### config.mk
export PLATFORM = sky130hd
export DESIGN_NAME = nileswan_mapper
export DESIGN_NICKNAME = d
export VERILOG_FILES = /design/src/hw/mapper_pkg.sv /design/src/hw/reg_map_pkg.sv /design/src/hw/bank_cfg_if.sv /design/src/hw/bank_regs.sv /design/src/hw/bank_map.sv /design/src/hw/nileswan_mapper.sv
export SDC_FILE = /design/constraint.sdc
export NUM_CORES = 1
export LEC_CHECK = 0
export BUFFER_PORTS_ARGS = -buffer_cell sky130_fd_sc_hd__clkbuf_2
export CELL_PAD_IN_SITES_DETAIL_PLACEMENT = 1
export CELL_PAD_IN_SITES_GLOBAL_PLACEMENT = 2
export CORE_AREA = 2 2 107 99
export DETAILED_ROUTE_END_ITERATION = 6
export DIE_AREA = 0 0 109 101
export PLACE_DENSITY = 0.78
export SLEW_MARGIN = 20
export SYNTH_ARGS = -nofsm -noshare
export SYNTH_HDL_FRONTEND = slang
export SYNTH_SLANG_ARGS = --single-unit
### constraint.sdc
create_clock -name nWE -period 2.4 [get_ports nWE]
set_clock_uncertainty 0.15 [all_clocks]
set_input_delay 0.12 -clock nWE [delete_from_list [all_inputs] [get_ports nWE]]
set_output_delay 0.12 -clock nWE [all_outputs]
set_load 0.01 [all_outputs]
### src/hw/mapper_pkg.sv
package mapper_pkg;

    // one byte of the console data bus
    typedef logic [7:0] byte_t;

    // full bank number as seen by the 2003 register layout
    typedef logic [9:0] bank_t;

    // bank number after window selection, before masking
    typedef logic [8:0] rom_bank_t;

    // linear window offset register
    typedef logic [7:0] linear_t;

    // nileswan bank masks
    typedef logic [8:0] rom_mask_t;
    typedef logic [3:0] ram_mask_t;

    // i/o register address, addr_hi above addr_lo[3:0]
    typedef logic [7:0] io_addr_t;

    // upper memory address lines driven to psram and sram
    typedef logic [6:0] ext_addr_t;

    // 64 KiB window picked by addr_hi
    typedef enum logic [2:0] {
        area_none,
        area_ram,
        area_rom0,
        area_rom1,
        area_linear
    } area_t;

endpackage

### src/hw/reg_map_pkg.sv
package reg_map_pkg;

    import mapper_pkg::*;

    // 2001 layout, 8-bit bank registers
    localparam io_addr_t reg_linear_off = 8'hC0;
    localparam io_addr_t reg_ram_bank = 8'hC1;
    localparam io_addr_t reg_rom_bank_0 = 8'hC2;
    localparam io_addr_t reg_rom_bank_1 = 8'hC3;

    // 2003 layout, banks split into low byte and bits 9:8
    localparam io_addr_t reg_mem_ctrl = 8'hCE;
    localparam io_addr_t reg_ram_bank_l = 8'hD0;
    localparam io_addr_t reg_ram_bank_h = 8'hD1;
    localparam io_addr_t reg_rom_bank_0_l = 8'hD2;
    localparam io_addr_t reg_rom_bank_0_h = 8'hD3;
    localparam io_addr_t reg_rom_bank_1_l = 8'hD4;
    localparam io_addr_t reg_rom_bank_1_h = 8'hD5;

    // nileswan extension
    localparam io_addr_t reg_pow_cnt = 8'hE2;
    localparam io_addr_t reg_bank_mask_lo = 8'hE4;
    localparam io_addr_t reg_bank_mask_hi = 8'hE5;

    // values loaded on reset
    localparam bank_t rst_bank = 10'h3FF;
    localparam linear_t rst_linear = 8'hFF;
    localparam rom_mask_t rst_rom_mask = 9'h1FF;
    localparam ram_mask_t rst_ram_mask = 4'hF;
    localparam logic rst_apply = 1'b1;
    localparam logic rst_self_flash = 1'b0;
    localparam logic rst_sram_enable = 1'b1;

    // POW_CNT layout
    localparam int pow_sram_bit = 6;
    // bits 2..4 report the nileswan, 2001 and 2003 extensions as present
    localparam byte_t pow_fixed_bits = 8'h1C;

endpackage

### src/hw/bank_cfg_if.sv
`timescale 1ns/1ps

interface bank_cfg_if
    import mapper_pkg::*;
();

    // bank registers
    bank_t ram_bank;
    bank_t rom0_bank;
    bank_t rom1_bank;
    linear_t linear_off;
    logic self_flash;

    // nileswan masks and where they apply
    rom_mask_t rom_mask;
    ram_mask_t ram_mask;
    logic apply_rom0;
    logic apply_rom1;
    logic apply_ram;

    // POW_CNT sram enable
    logic sram_enable;

    modport regs (
        output ram_bank, rom0_bank, rom1_bank, linear_off, self_flash,
        output rom_mask, ram_mask, apply_rom0, apply_rom1, apply_ram,
        output sram_enable
    );

    modport map (
        input ram_bank, rom0_bank, rom1_bank, linear_off, self_flash,
        input rom_mask, ram_mask, apply_rom0, apply_rom1, apply_ram,
        input sram_enable
    );

endinterface

### src/hw/bank_regs.sv
`timescale 1ns/1ps

module bank_regs
    import mapper_pkg::*;
    import reg_map_pkg::*;
(
    input  logic nWE,
    input  logic reset,
    input  logic n_sel,
    input  logic n_io,
    input  logic n_oe,
    input  io_addr_t io_addr,
    input  byte_t wdata,
    output byte_t data_out,
    output logic data_oe,
    bank_cfg_if.regs cfg
);

    bank_t ram_bank;
    bank_t rom0_bank;
    bank_t rom1_bank;
    linear_t linear_off;
    logic self_flash;
    rom_mask_t rom_mask;
    ram_mask_t ram_mask;
    logic apply_rom0;
    logic apply_rom1;
    logic apply_ram;
    logic sram_enable;

    logic wr_en;
    logic rd_hit;
    byte_t rd_data;

    // bits 9:8 of a bank as the 2003 "_h" registers present them
    function automatic byte_t bank_hi(input bank_t bank);
        return {6'b0, bank[9:8]};
    endfunction

    // n_oe high keeps a read cycle from being taken as a write
    assign wr_en = ~n_sel & ~n_io & n_oe;

    always_ff @(posedge nWE) begin
        if (reset) begin
            ram_bank <= rst_bank;
            rom0_bank <= rst_bank;
            rom1_bank <= rst_bank;
            linear_off <= rst_linear;
            self_flash <= rst_self_flash;
            rom_mask <= rst_rom_mask;
            ram_mask <= rst_ram_mask;
            apply_rom0 <= rst_apply;
            apply_rom1 <= rst_apply;
            apply_ram <= rst_apply;
            sram_enable <= rst_sram_enable;
        end else if (wr_en) begin
            case (io_addr)
                reg_linear_off: linear_off <= wdata;
                // 2001 and 2003 low registers alias the same bits
                reg_ram_bank, reg_ram_bank_l: ram_bank[7:0] <= wdata;
                reg_rom_bank_0, reg_rom_bank_0_l: rom0_bank[7:0] <= wdata;
                reg_rom_bank_1, reg_rom_bank_1_l: rom1_bank[7:0] <= wdata;
                reg_ram_bank_h: ram_bank[9:8] <= wdata[1:0];
                reg_rom_bank_0_h: rom0_bank[9:8] <= wdata[1:0];
                reg_rom_bank_1_h: rom1_bank[9:8] <= wdata[1:0];
                reg_mem_ctrl: self_flash <= wdata[0];
                reg_bank_mask_lo: rom_mask[7:0] <= wdata;
                reg_bank_mask_hi: begin
                    rom_mask[8] <= wdata[0];
                    apply_rom0 <= wdata[1];
                    apply_rom1 <= wdata[2];
                    apply_ram <= wdata[3];
                    ram_mask <= wdata[7:4];
                end
                // only the sram bit of POW_CNT is kept
                reg_pow_cnt: sram_enable <= wdata[pow_sram_bit];
                default: begin
                end
            endcase
        end
    end

    // readback mux
    always_comb begin
        rd_hit = 1'b1;
        rd_data = '0;
        case (io_addr)
            reg_linear_off: rd_data = linear_off;
            reg_ram_bank, reg_ram_bank_l: rd_data = ram_bank[7:0];
            reg_rom_bank_0, reg_rom_bank_0_l: rd_data = rom0_bank[7:0];
            reg_rom_bank_1, reg_rom_bank_1_l: rd_data = rom1_bank[7:0];
            reg_ram_bank_h: rd_data = bank_hi(ram_bank);
            reg_rom_bank_0_h: rd_data = bank_hi(rom0_bank);
            reg_rom_bank_1_h: rd_data = bank_hi(rom1_bank);
            reg_mem_ctrl: rd_data = {7'b0, self_flash};
            reg_bank_mask_lo: rd_data = rom_mask[7:0];
            reg_bank_mask_hi: begin
                rd_data = {ram_mask, apply_ram, apply_rom1, apply_rom0, rom_mask[8]};
            end
            reg_pow_cnt: begin
                rd_data = pow_fixed_bits;
                rd_data[pow_sram_bit] = sram_enable;
            end
            default: rd_hit = 1'b0;
        endcase
    end

    assign data_oe = ~n_sel & ~n_io & ~n_oe & rd_hit;
    assign data_out = rd_data;

    // configuration seen by the decoder
    assign cfg.ram_bank = ram_bank;
    assign cfg.rom0_bank = rom0_bank;
    assign cfg.rom1_bank = rom1_bank;
    assign cfg.linear_off = linear_off;
    assign cfg.self_flash = self_flash;
    assign cfg.rom_mask = rom_mask;
    assign cfg.ram_mask = ram_mask;
    assign cfg.apply_rom0 = apply_rom0;
    assign cfg.apply_rom1 = apply_rom1;
    assign cfg.apply_ram = apply_ram;
    assign cfg.sram_enable = sram_enable;

endmodule

### src/hw/bank_map.sv
`timescale 1ns/1ps

module bank_map
    import mapper_pkg::*;
(
    input  logic n_sel,
    input  logic n_io,
    input  logic [3:0] addr_hi,
    input  logic addr_lsb,
    bank_cfg_if.map cfg,
    output ext_addr_t addr_ext,
    output logic n_psram1_sel,
    output logic n_psram2_sel,
    output logic n_sram_sel,
    output logic psram_n_lb,
    output logic psram_n_ub
);

    area_t area;
    rom_bank_t rom_bank;
    rom_bank_t rom_masked;
    ram_mask_t ram_masked;
    logic rom_side;
    logic ram_side;
    logic apply_rom_mask;
    logic mem_access;
    logic psram1_hit;
    logic psram2_hit;
    logic sram_hit;

    // window from the top address nibble
    always_comb begin
        case (addr_hi)
            4'h0: area = area_none;
            4'h1: area = area_ram;
            4'h2: area = area_rom0;
            4'h3: area = area_rom1;
            default: area = area_linear;
        endcase
    end

    // bank selection per window
    always_comb begin
        rom_bank = '0;
        rom_side = 1'b0;
        ram_side = 1'b0;
        apply_rom_mask = 1'b1;
        case (area)
            area_ram: begin
                // self flash maps the ram window onto psram
                rom_bank = cfg.ram_bank[8:0];
                rom_side = cfg.self_flash;
                ram_side = ~cfg.self_flash;
                apply_rom_mask = cfg.apply_ram;
            end
            area_rom0: begin
                rom_bank = cfg.rom0_bank[8:0];
                rom_side = 1'b1;
                apply_rom_mask = cfg.apply_rom0;
            end
            area_rom1: begin
                rom_bank = cfg.rom1_bank[8:0];
                rom_side = 1'b1;
                apply_rom_mask = cfg.apply_rom1;
            end
            area_linear: begin
                rom_bank = {cfg.linear_off[4:0], addr_hi};
                rom_side = 1'b1;
            end
            default: begin
            end
        endcase
    end

    assign rom_masked = apply_rom_mask ? (rom_bank & cfg.rom_mask) : rom_bank;
    assign ram_masked = cfg.apply_ram ? (cfg.ram_bank[3:0] & cfg.ram_mask)
                                      : cfg.ram_bank[3:0];

    // bits 8:7 split rom space between the two psram chips
    assign psram1_hit = rom_side & (rom_masked[8:7] == 2'd0);
    assign psram2_hit = rom_side & (rom_masked[8:7] == 2'd1);
    // upper half of ram banks has no sram behind it
    assign sram_hit = ram_side & ~ram_masked[3] & cfg.sram_enable;

    // memory cycle on the cartridge bus
    assign mem_access = ~n_sel & n_io;

    assign n_psram1_sel = ~(mem_access & psram1_hit);
    assign n_psram2_sel = ~(mem_access & psram2_hit);
    assign n_sram_sel = ~(mem_access & sram_hit);

    // sram only decodes the low three bank bits
    assign addr_ext[2:0] = rom_side ? rom_masked[2:0] : ram_masked[2:0];
    assign addr_ext[6:3] = rom_masked[6:3];

    // 8-bit ram window mapped onto one lane of the 16-bit psram
    assign psram_n_lb = (area == area_ram) & addr_lsb;
    assign psram_n_ub = (area == area_ram) & ~addr_lsb;

endmodule

### src/hw/nileswan_mapper.sv
`timescale 1ns/1ps

module nileswan_mapper
    import mapper_pkg::*;
(
    input  logic nWE,
    input  logic reset,
    input  logic n_sel,
    input  logic n_io,
    input  logic n_oe,
    input  logic [8:0] addr_lo,
    input  logic [3:0] addr_hi,
    input  logic [15:0] data,
    output byte_t data_out,
    output logic data_oe,
    output ext_addr_t addr_ext,
    output logic n_psram1_sel,
    output logic n_psram2_sel,
    output logic n_sram_sel,
    output logic psram_n_lb,
    output logic psram_n_ub
);

    // bank configuration shared by register file and decoder
    bank_cfg_if cfg_bus ();

    // i/o registers decode addr_hi with the low address nibble
    bank_regs i_bank_regs (
        .nWE      (nWE),
        .reset    (reset),
        .n_sel    (n_sel),
        .n_io     (n_io),
        .n_oe     (n_oe),
        .io_addr  ({addr_hi, addr_lo[3:0]}),
        .wdata    (data[7:0]),
        .data_out (data_out),
        .data_oe  (data_oe),
        .cfg      (cfg_bus.regs)
    );

    bank_map i_bank_map (
        .n_sel        (n_sel),
        .n_io         (n_io),
        .addr_hi      (addr_hi),
        .addr_lsb     (addr_lo[0]),
        .cfg          (cfg_bus.map),
        .addr_ext     (addr_ext),
        .n_psram1_sel (n_psram1_sel),
        .n_psram2_sel (n_psram2_sel),
        .n_sram_sel   (n_sram_sel),
        .psram_n_lb   (psram_n_lb),
        .psram_n_ub   (psram_n_ub)
    );

endmodule

Word level (Yosys, flattened, before mapping)
Index checks and enable logic that the tools add are counted.

Logic and storage cells: 90. Register bits after elaboration: 56.

Muxes and demuxes: 10. Reductions and logical operators: 18. Bitwise gates (word level): 25. Equality and inequality tests: 22.

Operators with widths (count): 8-bit equality test, second input constant (14); 8-bit one-hot mux with 11 select lines (1); 9-bit one-hot mux with 4 select lines (1); 2-bit AND reduction (11); 1-bit AND (14); 14-bit OR reduction (1); 3-bit one-hot mux with 4 select lines (1); 9-bit AND (1); 9-bit two-way mux (1); 1-bit inverter (9); 4-bit by 2-bit equality test with 1-bit output, second input constant (2); 3-bit by 2-bit equality test with 1-bit output, second input constant (2); 2-bit OR reduction (3); 4-bit AND (1); 4-bit by 1-bit equality test with 1-bit output, second input constant (1); 4-bit logical NOT (1); 4-bit two-way mux (1); 3-bit by 1-bit equality test with 1-bit output, second input constant (1); 3-bit equality test, second input constant (1); 3-bit two-way mux (1); 1-bit one-hot mux with 3 select lines (1); 3-bit OR reduction (1); 2-bit by 1-bit equality test with 1-bit output, second input constant (1); 2-bit logical NOT (1); 2 further kinds (3).

Logic depth before layout (Yosys ltp)
Gate-level depths: netlist (run 1).

Depth in word-level cells: 10. Mapped depth: 7.

Cells and area by module
Synthesis (run 1) repeated with hierarchy kept, for this count alone.

Cells, all modules: 382. Area, all modules: 3395.8 um^2.

Modules (own cells, without submodules): bank_regs (times used 1, area an instance 2834.0 um^2, cells an instance 305); bank_map (times used 1, area an instance 561.8 um^2, cells an instance 77).

Worst setup path after synthesis (run 1)
Ideal clock, no wire load.

Kind: input to output. Start: input addr_lo[0]. End: output data_oe. Data arrival time: 1.618 ns. Buffers on the path: 2. Stages: 5. Setup slack: 0.512 ns. Data required time: 2.130 ns. Cells stage by stage: buf_2 nor4b_1 buf_2 o21ai_0 a2111oi_0.

Cells in the longest elaborated chain, start to end: 4. Elaborated cells on any way between the ends: 17.

RTL lines: from (decl) (RTL line nileswan_mapper.sv:11) `input logic [8:0] addr_lo,`; 8-bit equality test (RTL line bank_regs.sv:87) `case (io_addr)`; 14-bit OR reduction (no line) (*); 1-bit two-way mux (*) (RTL line bank_regs.sv:87); 1-bit AND (*) (RTL line bank_regs.sv:108) `assign data_oe = ~n_sel & ~n_io & ~n_oe & rd_hit;`; to (decl) (RTL line nileswan_mapper.sv:15) `output logic data_oe,`.

Every way passes the cells marked *; elsewhere a longest branch is shown, timed or not.

Worst setup path in the final report (run 1)
Start: register i_bank_regs.rom1_bank[8] (netlist: i_bank_regs.cfg.rom1_bank[8]). End: output n_psram2_sel.

Cells in the longest elaborated chain, start to end: 7.

RTL lines: from (decl) (RTL line bank_regs.sv:21) `bank_t rom1_bank;`; from (signal assigned) (RTL line bank_regs.sv:47) `rom1_bank <= rst_bank;`; from (signal assigned) (RTL line bank_regs.sv:65) `reg_rom_bank_1_h: rom1_bank[9:8] <= wdata[1:0];`; 9-bit one-hot mux with 4 select lines (*) (RTL line bank_map.sv:48) `case (area)`; 9-bit AND (RTL line bank_map.sv:75) `assign rom_masked = apply_rom_mask ? (rom_bank & cfg.rom_mask) : rom_bank;`; 9-bit two-way mux (*) (RTL line bank_map.sv:75); 2-bit by 1-bit equality test with 1-bit output (*) (RTL line bank_map.sv:81) `assign psram2_hit = rom_side & (rom_masked[8:7] == 2'd1);`; 1-bit AND (*) (RTL line bank_map.sv:81); 1-bit AND (*) (RTL line bank_map.sv:89) `assign n_psram2_sel = ~(mem_access & psram2_hit);`; 1-bit inverter (*) (RTL line bank_map.sv:89); to (decl) (RTL line nileswan_mapper.sv:18) `output logic n_psram2_sel,`.

Marked as above.

==> run summary, run 1 <==
Pleak - 0.00170 uW
CP bufs+invs - 1
max cap viols - 0
Slew Limit Fails - 0
CTS buffer count - 5
overflow left after global routing - 0
Syn Inst Count - 378
Setup TNS - 0 ns
largest net degree at the start of global routing - 54
NumNets Final - 469
die width - 109 um
DR iter-0 viols - 170
via count - 3166
DRC - 0
row cnt - 35
min cycle time layout - 2.29 ns
DIE AREA - 11000 um^2
first-pass GRT wire length - 17900 um
GPL Wtd Cong - 0.851
delay of the slowest critical-path stage - 0.55 ns
register area - 1120 um^2
clock share of power - 31.9%
Comb pwr share - 15.4%
GR peak layer - met2
clk_lat worst skew - 0.33 ns
Area growth syn-to-layout - 20.6%
sequential element share of the synthesized area - 35.0%
Post-Synth XOR/XNOR Area - 0.508%
CP top delay family - simple AND/OR/NAND/NOR gates
FMAX - 437 MHz
initial core utilization - 32.2%
Relative slew margins - 51.1%
met1 usage - 31.5%
# setup viols final - 0
ordered cell list for the critical path - mux2_2 > a221oi_2 > o21ai_1 > or4_1 > clkbuf_2
clk slew on worst S/H paths - 0.11 ns
IO buf count - 41
Post-DRT Antenna Nets - 0
Cell Pwr Density - 457 nW/um^2
Die H - 101 um
global-route track usage on met2 - 33.9%
Net Count, Synth - 412
sw frac - 29.4%
VDD IR max - 0.174 mV
clock sinks - 56
placed cells - 547
multi-input logic area - 1900 um^2
Initial DRT Pass Iterations - 5
diode count - 0
status - finished clean
H-tree depth - 2
CORE AREA - 9940 um^2
top cell type's share of synthesized area - 35.0%
Crit. End Element - output port
Slew @ Worst Pin - 0.732 ns
Critical Path RT - 2.13 ns
Synth cell types - 59
final worst path period share - 95.4%
top cells by area, synth - dfxtp_1, o211ai_1, mux2i_1, nand2_1, mux2_2
Startpoint Class - flop
HPWL after DPL - 8560 um
Post-synth EDFFs - 0
Synth Flop Type - dfxtp_1
WL/cell - 20.4 um
IO Pins - 55
sw power - 519 uW
TritonCTS clock tree - done
CTS root buf - clkbuf_8
internal power - 1250 uW
Hold Crit Class - input pin to flop
Sequential Power Share - 52.7%
syn avg cell area - 8.47 um^2
crit path max fanout - 3
unrepaired setup endpoints after global routing - no
Cell Area, Synth - 3200 um^2
Synth Area in Compound Gates - 26.3%
area share of and/or/nand/nor cells after synthesis - 21.5%
crit path DAT - 2.02 ns
cell taking the most area after synthesis - dfxtp_1
final WL - 11500 um
vias in the first global route - 3121
Hold Path Origin - n_io
WS Path Type - flop to output port
Finished Layout Cells - 565
fillers - 1204
layout cells sized above 1 - 22.2%
post-synthesis mux area share - 10.6%
initial antenna violation count - 0
area share of fa/ha/maj cells after synthesis - 0%
Crit-path slowest cell - or4_1
met3 Resource Use GR - 3.17%
largest family of logic cells by synthesized area - compound AO/OA/AOI/OAI gates
Final Hold Viols - 0
fraction of registers with async set/reset - 0%
reg-to-reg critical path startpoint - i_bank_regs.cfg.self_flash
flops & latches, synth - 56
all-layer global routing usage - 21.9%
maximum root-to-sink buffer count - 2
Crit. Startpoint - i_bank_regs.cfg.rom1_bank[8]
Ys Warns - 0
routed vias/inst - 5.60
## worst paths after layout
check | end | depth (start not counted) | slack (ns)
max | n_psram2_sel | 5 | 0.11
min | i_bank_regs.cfg.sram_enable | 4 | 0.13
max reg2reg | i_bank_regs.cfg.self_flash | 4 | 0.93
min reg2reg | i_bank_regs.cfg.linear_off[6] | 2 | 0.35
## state kept, by name, summed over array words and instances, names as in the netlist
register	flops
i_bank_regs.cfg.ram_mask	4
i_bank_regs.cfg.self_flash	1
i_bank_regs.cfg.apply_rom1	1
i_bank_regs.cfg.apply_ram	1
i_bank_regs.cfg.rom_mask	9
i_bank_regs.cfg.ram_bank	10
i_bank_regs.cfg.apply_rom0	1
i_bank_regs.cfg.rom0_bank	10
i_bank_regs.cfg.sram_enable	1
i_bank_regs.cfg.linear_off	8
i_bank_regs.cfg.rom1_bank	10
## metal layers
| layer | routed length, um | vias up |
|---|---|---|
| met5 | 0 | - |
| met4 | 122 | 0 |
| met3 | 572 | 7 |
| met2 | 5250 | 78 |
| met1 | 5550 | 1557 |
| li1 | - | 1524 |
## timing repair
item	in CTS	in global routing
resized for setup	0	1
hold endpoints to repair	21	0
hold buffers	10	0
setup endpoints to repair	0	1
setup buffers	0	0
## layout make-up
cell class              instances  share of cell area (%)
clock buffers                   6                    1.88
clock inverters                 2                   0.421
inverters                      15                    1.46
multi-input cells             276                    49.3
flip-flops and latches         56                    29.0
well taps                     129                    4.18
repair buffers                 81                    13.7
## cells by family after synthesis
group | Yosys count
buf+inv | 46
mux | 33
compound gates | 110
flops | 56
simple gates | 132
xor+xnor | 1
## power by group through the flow
stage                     logic [uW]  registers, uW  clock network, uW
after floorplan                  149            951                  0
after global placement           253            951                  0
after detailed placement         257            952                  0
after CTS                        270            930                582
after global routing             293            931                621
final                            272            930                563
## cell usage in the layout, fill, tap and decap left out, types with 3 or more instances in the layout
cell type / count
a221oi_1: 6
o21ai_0: 15
and3b_1: 5
mux2i_1: 25
nor3_1: 4
mux2_2: 8
a32o_1: 3
nand4_1: 7
nor2_1: 18
buf_4: 30
a21oi_1: 3
and2_1: 4
inv_1: 14
a22oi_1: 7
nand2_1: 61
clkbuf_2: 41
clkbuf_8: 5
and3_1: 3
nand2b_1: 3
o211ai_1: 41
o221ai_1: 4
dfxtp_1: 56
dlygate4sd3_1: 10
nand3b_1: 3
nand3_1: 4
a22o_1: 7
## Yosys cell counts, types with 3 or more instances
cell and count:
a221oi_1 7, a22oi_1 7, a22o_1 7, nor3_1 4
nand2b_1 3, mux2_2 8, a21oi_1 3, and3b_1 5
nand4_1 7, buf_2 12, nand3b_1 3, clkbuf_1 17
nand2_1 61, o211ai_1 41, and3_1 3, dfxtp_1 56
nor2_1 18, o21ai_0 15, nand3_1 4, a32o_1 3
and2_1 4, mux2i_1 25, o221ai_1 4, inv_1 14
## worst min-delay path, stage by stage
cell and delay, ns:
clkbuf_2 0.14, nor3b_2 0.11, nand3_1 0.11, o211ai_1 0.09
## metrics by stage
stage | total power, uW | hold WS (ns) | util (%) | area [um^2] | setup slack [ns]
floorplan | 1100 | 0.0424 | - | 3200 | 0.512
global placement | 1200 | 0.217 | 36.9 | 3660 | 0.311
detailed placement | 1210 | 0.227 | 36.9 | 3660 | 0.259
CTS | 1780 | 0.133 | 38.8 | 3850 | 0.0363
global route | 1850 | 0.156 | 38.8 | 3860 | 0.0148
finish | 1770 | 0.132 | 38.8 | 3860 | 0.111
Power figures use the tool's default switching activity.
==> run 2: changes to the inputs <==
--- a/config.mk
+++ b/config.mk
@@ -5,7 +5,7 @@
 export SDC_FILE = /design/constraint.sdc
 export NUM_CORES = 1
 export LEC_CHECK = 0
-export BUFFER_PORTS_ARGS = -buffer_cell sky130_fd_sc_hd__clkbuf_2
+export BUFFER_PORTS_ARGS = -buffer_cell sky130_fd_sc_hd__buf_2
 export CELL_PAD_IN_SITES_DETAIL_PLACEMENT = 1
 export CELL_PAD_IN_SITES_GLOBAL_PLACEMENT = 2
 export CORE_AREA = 2 2 107 99
==> run 2 against run 1 <==
Effect of this change: global-route usage shrank 0.25 points; critical path depth is the same; sequential cell count is the same; worst hold slack gained 0.058 ns; largest power group unchanged; highest routed layer unchanged.
==> run summary, run 2 (synthesis gave the netlist of run 1 again) <==
status - finished clean (unchanged)
Cell Pwr Density - 456 nW/um^2 (was 457 nW/um^2)
clk_lat worst skew - 0.32 ns (was 0.33 ns)
Slew @ Worst Pin - 0.611 ns (was 0.732 ns)
die width - 109 um (unchanged)
DIE AREA - 11000 um^2 (unchanged)
top flop regs - i_bank_regs.cfg.ram_bank x10, i_bank_regs.cfg.rom0_bank x10, i_bank_regs.cfg.rom1_bank x10 (unchanged)
all-layer global routing usage - 21.7% (was 21.9%)
max cap viols - 0 (unchanged)
unrepaired setup endpoints after global routing - no (unchanged)
row cnt - 35 (unchanged)
overflow left after global routing - 0 (unchanged)
Relative slew margins - 59.2% (was 51.1%)
CTS root buf - clkbuf_8 (unchanged)
clk slew on worst S/H paths - 0.11 ns (about the same)
most common cell after layout, fill and taps aside - nand2_1 (unchanged)
vias in the first global route - 3159 (was 3121)
DRC - 0 (unchanged)
diode count - 0 (unchanged)
Hold Crit Class - input pin to flop (unchanged)
GPL Wtd Cong - 0.885 (was 0.851)
initial antenna violation count - 0 (unchanged)
via count - 3193 (was 3166)
# setup viols final - 0 (unchanged)
IO Pins - 55 (unchanged)
Area growth syn-to-layout - 20.4% (was 20.6%)
Startpoint Class - flop (unchanged)
WL/cell - 20.6 um (was 20.4 um)
Initial DRT Pass Iterations - 5 (unchanged)
worst hold margin - 0.189 ns (was 0.132 ns)
met3 WL post-DR - 527 um (was 572 um)
routed vias/inst - 5.66 (was 5.60)
IO buf count - 41 (unchanged)
crit path max fanout - 3 (unchanged)
VDD IR max - 0.215 mV (was 0.174 mV)
min cycle time layout - 2.29 ns (about the same)
first-pass GRT wire length - 18000 um (was 17900 um)
Setup TNS - 0 ns (unchanged)
FMAX - 438 MHz (was 437 MHz)
layout cells sized above 1 - 22.3% (was 22.2%)
WS Path Type - flop to output port (unchanged)
Post-DRT Antenna Nets - 0 (unchanged)
maximum root-to-sink buffer count - 2 (unchanged)
Slew Limit Fails - 0 (unchanged)
Crit. End Element - output port (unchanged)
Pleak - 0.00169 uW (was 0.00170 uW)
HPWL after DPL - 8440 um (was 8560 um)
clock sinks - 56 (unchanged)
final worst path period share - 95.2% (was 95.4%)
TritonCTS clock tree - done (unchanged)
initial core utilization - 32.2% (unchanged)
met1 WL - 5540 um (was 5550 um)
crit path DAT - 2.02 ns (about the same)
NumNets Final - 468 (was 469)
post-CTS setup buffer count - 0 (unchanged)
CORE AREA - 9940 um^2 (unchanged)
Die H - 101 um (unchanged)
most frequent cells in the layout - nand2_1, dfxtp_1, o211ai_1, buf_2, buf_4 (was nand2_1, dfxtp_1, o211ai_1, clkbuf_2, buf_4)
final WL - 11600 um (was 11500 um)
met2 wire len - 5380 um (was 5250 um)
Final Hold Viols - 0 (unchanged)
Worst R2R Setup Slack - 0.90 ns (was 0.93 ns)
Critical Path RT - 2.13 ns (about the same)
CTS buffer count - 5 (unchanged)
uppermost layer routed - met4 (unchanged)
H-tree depth - 2 (unchanged)
largest net degree at the start of global routing - 54 (unchanged)
DR iter-0 viols - 172 (was 170)
[run 2: cell types whose count changed in the layout (fill, tap and decap cells not counted), sizes merged]
cell / delta
clkbuf: -42
buf: +40
clkinvlp: +1
[run 2: repair_timing]
item / 4_1_cts / 5_1_grt
hold buffers: 10 / 0
setup endpoints to repair: 0 / 1
resized for setup: 0 / 1
endpoints found under the hold margin: 21 / 0
[run 2: worst paths after layout]
path	startpoint	to	depth (start not counted)
max	i_bank_regs.cfg.rom1_bank[8]	n_psram2_sel	5
min	n_sel	i_bank_regs.cfg.rom0_bank[8]	4
max reg2reg	i_bank_regs.cfg.self_flash	i_bank_regs.cfg.self_flash	4
min reg2reg	i_bank_regs.cfg.linear_off[5]	i_bank_regs.cfg.linear_off[5]	2
[run 2: report_power, final]
part	switching, uW	total, uW	internal, uW
sequential	0.728	930	930
clock	350	558	208
combinational	161	270	108
total	512	1760	1250
[run 2: area by class of cell]
| class | instances | area, um^2 |
|---|---|---|
| fill | 1207 | 6080 |
| multi-input combinational | 276 | 1900 |
| sequential | 56 | 1120 |
| timing repair buffer | 80 | 523 |
| tap | 129 | 161 |
| clock buffer | 5 | 68.8 |
| inverter | 15 | 56.3 |
| clock inverter | 3 | 23.8 |
[run 2: routing by layer]
metal | up-vias | GRT usage, %
met2 | 73 | 33.9
li1 | 1520 | -
met4 | 0 | 5.72
met3 | 13 | 2.26
met5 | - | 0
met1 | 1587 | 31.5
[run 2: metrics by stage]
step | utilization [%] | cells | worst slack (ns) | cell area [um^2] | power (uW)
6_report | 38.8 | 564 | 0.115 | 3860 | 1760
5_1_grt | 38.8 | 564 | 0.0459 | 3860 | 1840
4_1_cts | 38.7 | 564 | 0.0445 | 3850 | 1780
3_5_place_dp | 36.8 | 546 | 0.286 | 3660 | 1210
3_3_place_gp | 36.8 | 546 | 0.326 | 3660 | 1200
2_1_floorplan | - | 378 | 0.512 | 3200 | 1100
[run 2: worst max-delay path, cell delays in order (launching register included)]
cell and delay, ns:
dfxtp_1 0.35, mux2_2 0.29, a221oi_2 0.21, o21ai_1 0.13
or4_1 0.55, buf_2 0.16
==> run 3: changes to the inputs <==
--- a/config.mk
+++ b/config.mk
@@ -8,10 +8,12 @@
 export BUFFER_PORTS_ARGS = -buffer_cell sky130_fd_sc_hd__buf_2
 export CELL_PAD_IN_SITES_DETAIL_PLACEMENT = 1
 export CELL_PAD_IN_SITES_GLOBAL_PLACEMENT = 2
-export CORE_AREA = 2 2 107 99
+export CORE_AREA = 2 2 128 117
+export CTS_BUF_LIST = sky130_fd_sc_hd__clkbuf_4 sky130_fd_sc_hd__clkbuf_8 sky130_fd_sc_hd__clkbuf_16
 export DETAILED_ROUTE_END_ITERATION = 6
-export DIE_AREA = 0 0 109 101
-export PLACE_DENSITY = 0.78
+export DIE_AREA = 0 0 130 119
+export PLACE_DENSITY = 0.58
+export REMOVE_ABC_BUFFERS = 1
 export SLEW_MARGIN = 20
 export SYNTH_ARGS = -nofsm -noshare
 export SYNTH_HDL_FRONTEND = slang
==> run 3 against run 2 <==
Effect of this change: global-route usage shrank 4.0 points; critical path depth is the same; critical endpoint unchanged; total power grew 19%; via count grew 0.38%; critical path type unchanged; largest power group unchanged; largest cell class unchanged.
==> run summary, run 3 (synthesis gave the netlist of run 1 again) <==
GPL Wtd Cong - 0.776 (was 0.885)
most common cell after layout, fill and taps aside - nand2_1 (unchanged)
most frequent cells in the layout - nand2_1, dfxtp_1, o211ai_1, buf_2, buf_4 (unchanged)
sw power - 554 uW (was 512 uW)
placed cells - 621 (was 546)
first-pass GRT wire length - 20500 um (was 18000 um)
all-layer global routing usage - 17.7% (was 21.7%)
NumNets Final - 474 (was 468)
HPWL after DPL - 9530 um (was 8440 um)
CTS buffer count - 5 (unchanged)
Area growth syn-to-layout - 27.4% (was 20.4%)
diode count - 0 (unchanged)
Crit. Startpoint - i_bank_regs.cfg.ram_bank[8] (was i_bank_regs.cfg.rom1_bank[8])
clk_lat worst skew - 0.30 ns (was 0.32 ns)
clock share of power - 42.1% (was 31.7%)
CTS root buf - clkbuf_16 (was clkbuf_8)
VDD IR max - 0.296 mV (was 0.215 mV)
Comb pwr share - 13.5% (was 15.3%)
die width - 130 um (was 109 um)
Relative slew margins - 68.6% (was 59.2%)
Startpoint Class - flop (unchanged)
Pleak - 0.00176 uW (was 0.00169 uW)
Crit. End Element - output port (unchanged)
Critical Path Sink - n_psram2_sel (unchanged)
clock sinks - 56 (unchanged)
Setup TNS - 0 ns (unchanged)
via count - 3205 (was 3193)
IO Pins - 55 (unchanged)
H-tree depth - 2 (unchanged)
R2R cell count - 4 (unchanged)
crit path max fanout - 3 (unchanged)
Worst R2R Setup Slack - 0.84 ns (was 0.90 ns)
TritonCTS clock tree - done (unchanged)
Cell Pwr Density - 513 nW/um^2 (was 456 nW/um^2)
min cycle time layout - 2.33 ns (was 2.29 ns)
IO buf count - 41 (unchanged)
crit path DAT - 2.06 ns (was 2.02 ns)
Hold Crit Class - input pin to flop (unchanged)
# setup viols final - 0 (unchanged)
vias in the first global route - 3370 (was 3159)
maximum root-to-sink buffer count - 2 (unchanged)
WS Path Type - flop to output port (unchanged)
internal power - 1540 uW (was 1250 uW)
sw frac - 26.5% (was 29.1%)
largest net degree at the start of global routing - 21 (was 54)
Slew @ Worst Pin - 0.471 ns (was 0.611 ns)
WL/cell - 20.6 um (about the same)
Finished Layout Cells - 639 (was 564)
Sequential Power Share - 44.4% (was 52.9%)
DR iter-0 viols - 184 (was 172)
DIE AREA - 15500 um^2 (was 11000 um^2)
unrepaired setup endpoints after global routing - no (unchanged)
Slew Limit Fails - 0 (unchanged)
Initial DRT Pass Iterations - 4 (was 5)
routed vias/inst - 5.02 (was 5.66)
row cnt - 42 (was 35)
status - finished clean (unchanged)
final worst path period share - 97.2% (was 95.2%)
Die H - 119 um (was 101 um)
layout cells sized above 1 - 23.4% (was 22.3%)
Critical Path RT - 2.13 ns (about the same)
final WL - 13100 um (was 11600 um)
initial core utilization - 22.3% (was 32.2%)
fillers - 1689 (was 1207)
Final Total Pwr - 2090 uW (was 1760 uW)
FMAX - 428 MHz (was 438 MHz)
reg-to-reg critical path startpoint - i_bank_regs.cfg.self_flash (unchanged)
top flop regs - i_bank_regs.cfg.ram_bank x10, i_bank_regs.cfg.rom0_bank x10, i_bank_regs.cfg.rom1_bank x10 (unchanged)
overflow left after global routing - 0 (unchanged)
CORE AREA - 14300 um^2 (was 9940 um^2)
post-CTS setup buffer count - 0 (unchanged)
Post-DRT Antenna Nets - 0 (unchanged)
max cap viols - 0 (unchanged)
DRC - 0 (unchanged)
initial antenna violation count - 0 (unchanged)
clk slew on worst S/H paths - 0.08 ns (was 0.11 ns)
reg-to-reg endpoint - i_bank_regs.cfg.self_flash (unchanged)
Final Hold Viols - 0 (unchanged)
==> run 3: cell count changes in the layout (fill, tap and decap cells not counted), sizes merged <==
cell	change
inv	+1
clkinv	-1
buf	+6
clkinvlp	-1
bufinv	+1
==> run 3: stage by stage <==
stage               setup slack, ns  cell area (um^2)  hold slack [ns]  utilization (%)
floorplan                     0.231              3070           0.0424                -
global placement              0.255              3800            0.211             26.5
detailed placement            0.208              3800            0.210             26.5
CTS                         0.00735              4070            0.146             28.4
global route                 0.0145              4080            0.188             28.4
finish                       0.0663              4080            0.149             28.4
==> run 3: routing by layer <==
layer | up-vias | wire, um | GRT usage, %
li1 | 1538 | - | -
met3 | 16 | 525 | 3.37
met4 | 0 | 218 | 5.17
met2 | 59 | 5940 | 27.8
met1 | 1592 | 6460 | 24.4
met5 | - | 0 | 0
==> run 3: worst min path at each step <==
| stage | from | endpoint | slack (ns) | cells past startpoint |
|---|---|---|---|---|
| after floorplan | reset | i_bank_regs.cfg.self_flash | 0.04 | 1 |
| after global placement | reset | i_bank_regs.cfg.self_flash | 0.21 | 2 |
| after detailed placement | reset | i_bank_regs.cfg.self_flash | 0.21 | 2 |
| after CTS | n_io | i_bank_regs.cfg.sram_enable | 0.15 | 4 |
| after global routing | n_io | i_bank_regs.cfg.sram_enable | 0.19 | 4 |
| final | n_io | i_bank_regs.cfg.sram_enable | 0.15 | 4 |
==> run 3: worst max-delay path: stages, from the launching register on <==
cell and delay, ns:
dfxtp_1 0.35, mux2_2 0.29, a221oi_2 0.24, o21ai_1 0.14, or4_1 0.57, buf_2 0.17
==> run 3: layout make-up <==
cell class	count	area (um^2)	area share, %
clock buffers	5	125	3.07
clock inverters	3	46.3	1.13
inverters	15	56.3	1.38
multi-input cells	276	1900	46.6
flip-flops and latches	56	1120	27.5
well taps	198	248	6.07
repair buffers	86	581	14.2
==> run 3: power groups by stage <==
stage	clock [uW]	sequential, uW	combinational [uW]
finish	880	929	282
global route	945	930	308
CTS	905	930	283
detailed placement	0	952	271
global placement	0	951	268
floorplan	0	951	116
==> run 3: timing repair <==
| action | 4_1_cts | 5_1_grt |
|---|---|---|
| hold buffers | 10 | 0 |
| hold endpoints to repair | 20 | 0 |
| setup endpoints to repair | 0 | 1 |
| gates resized for setup | 0 | 1 |
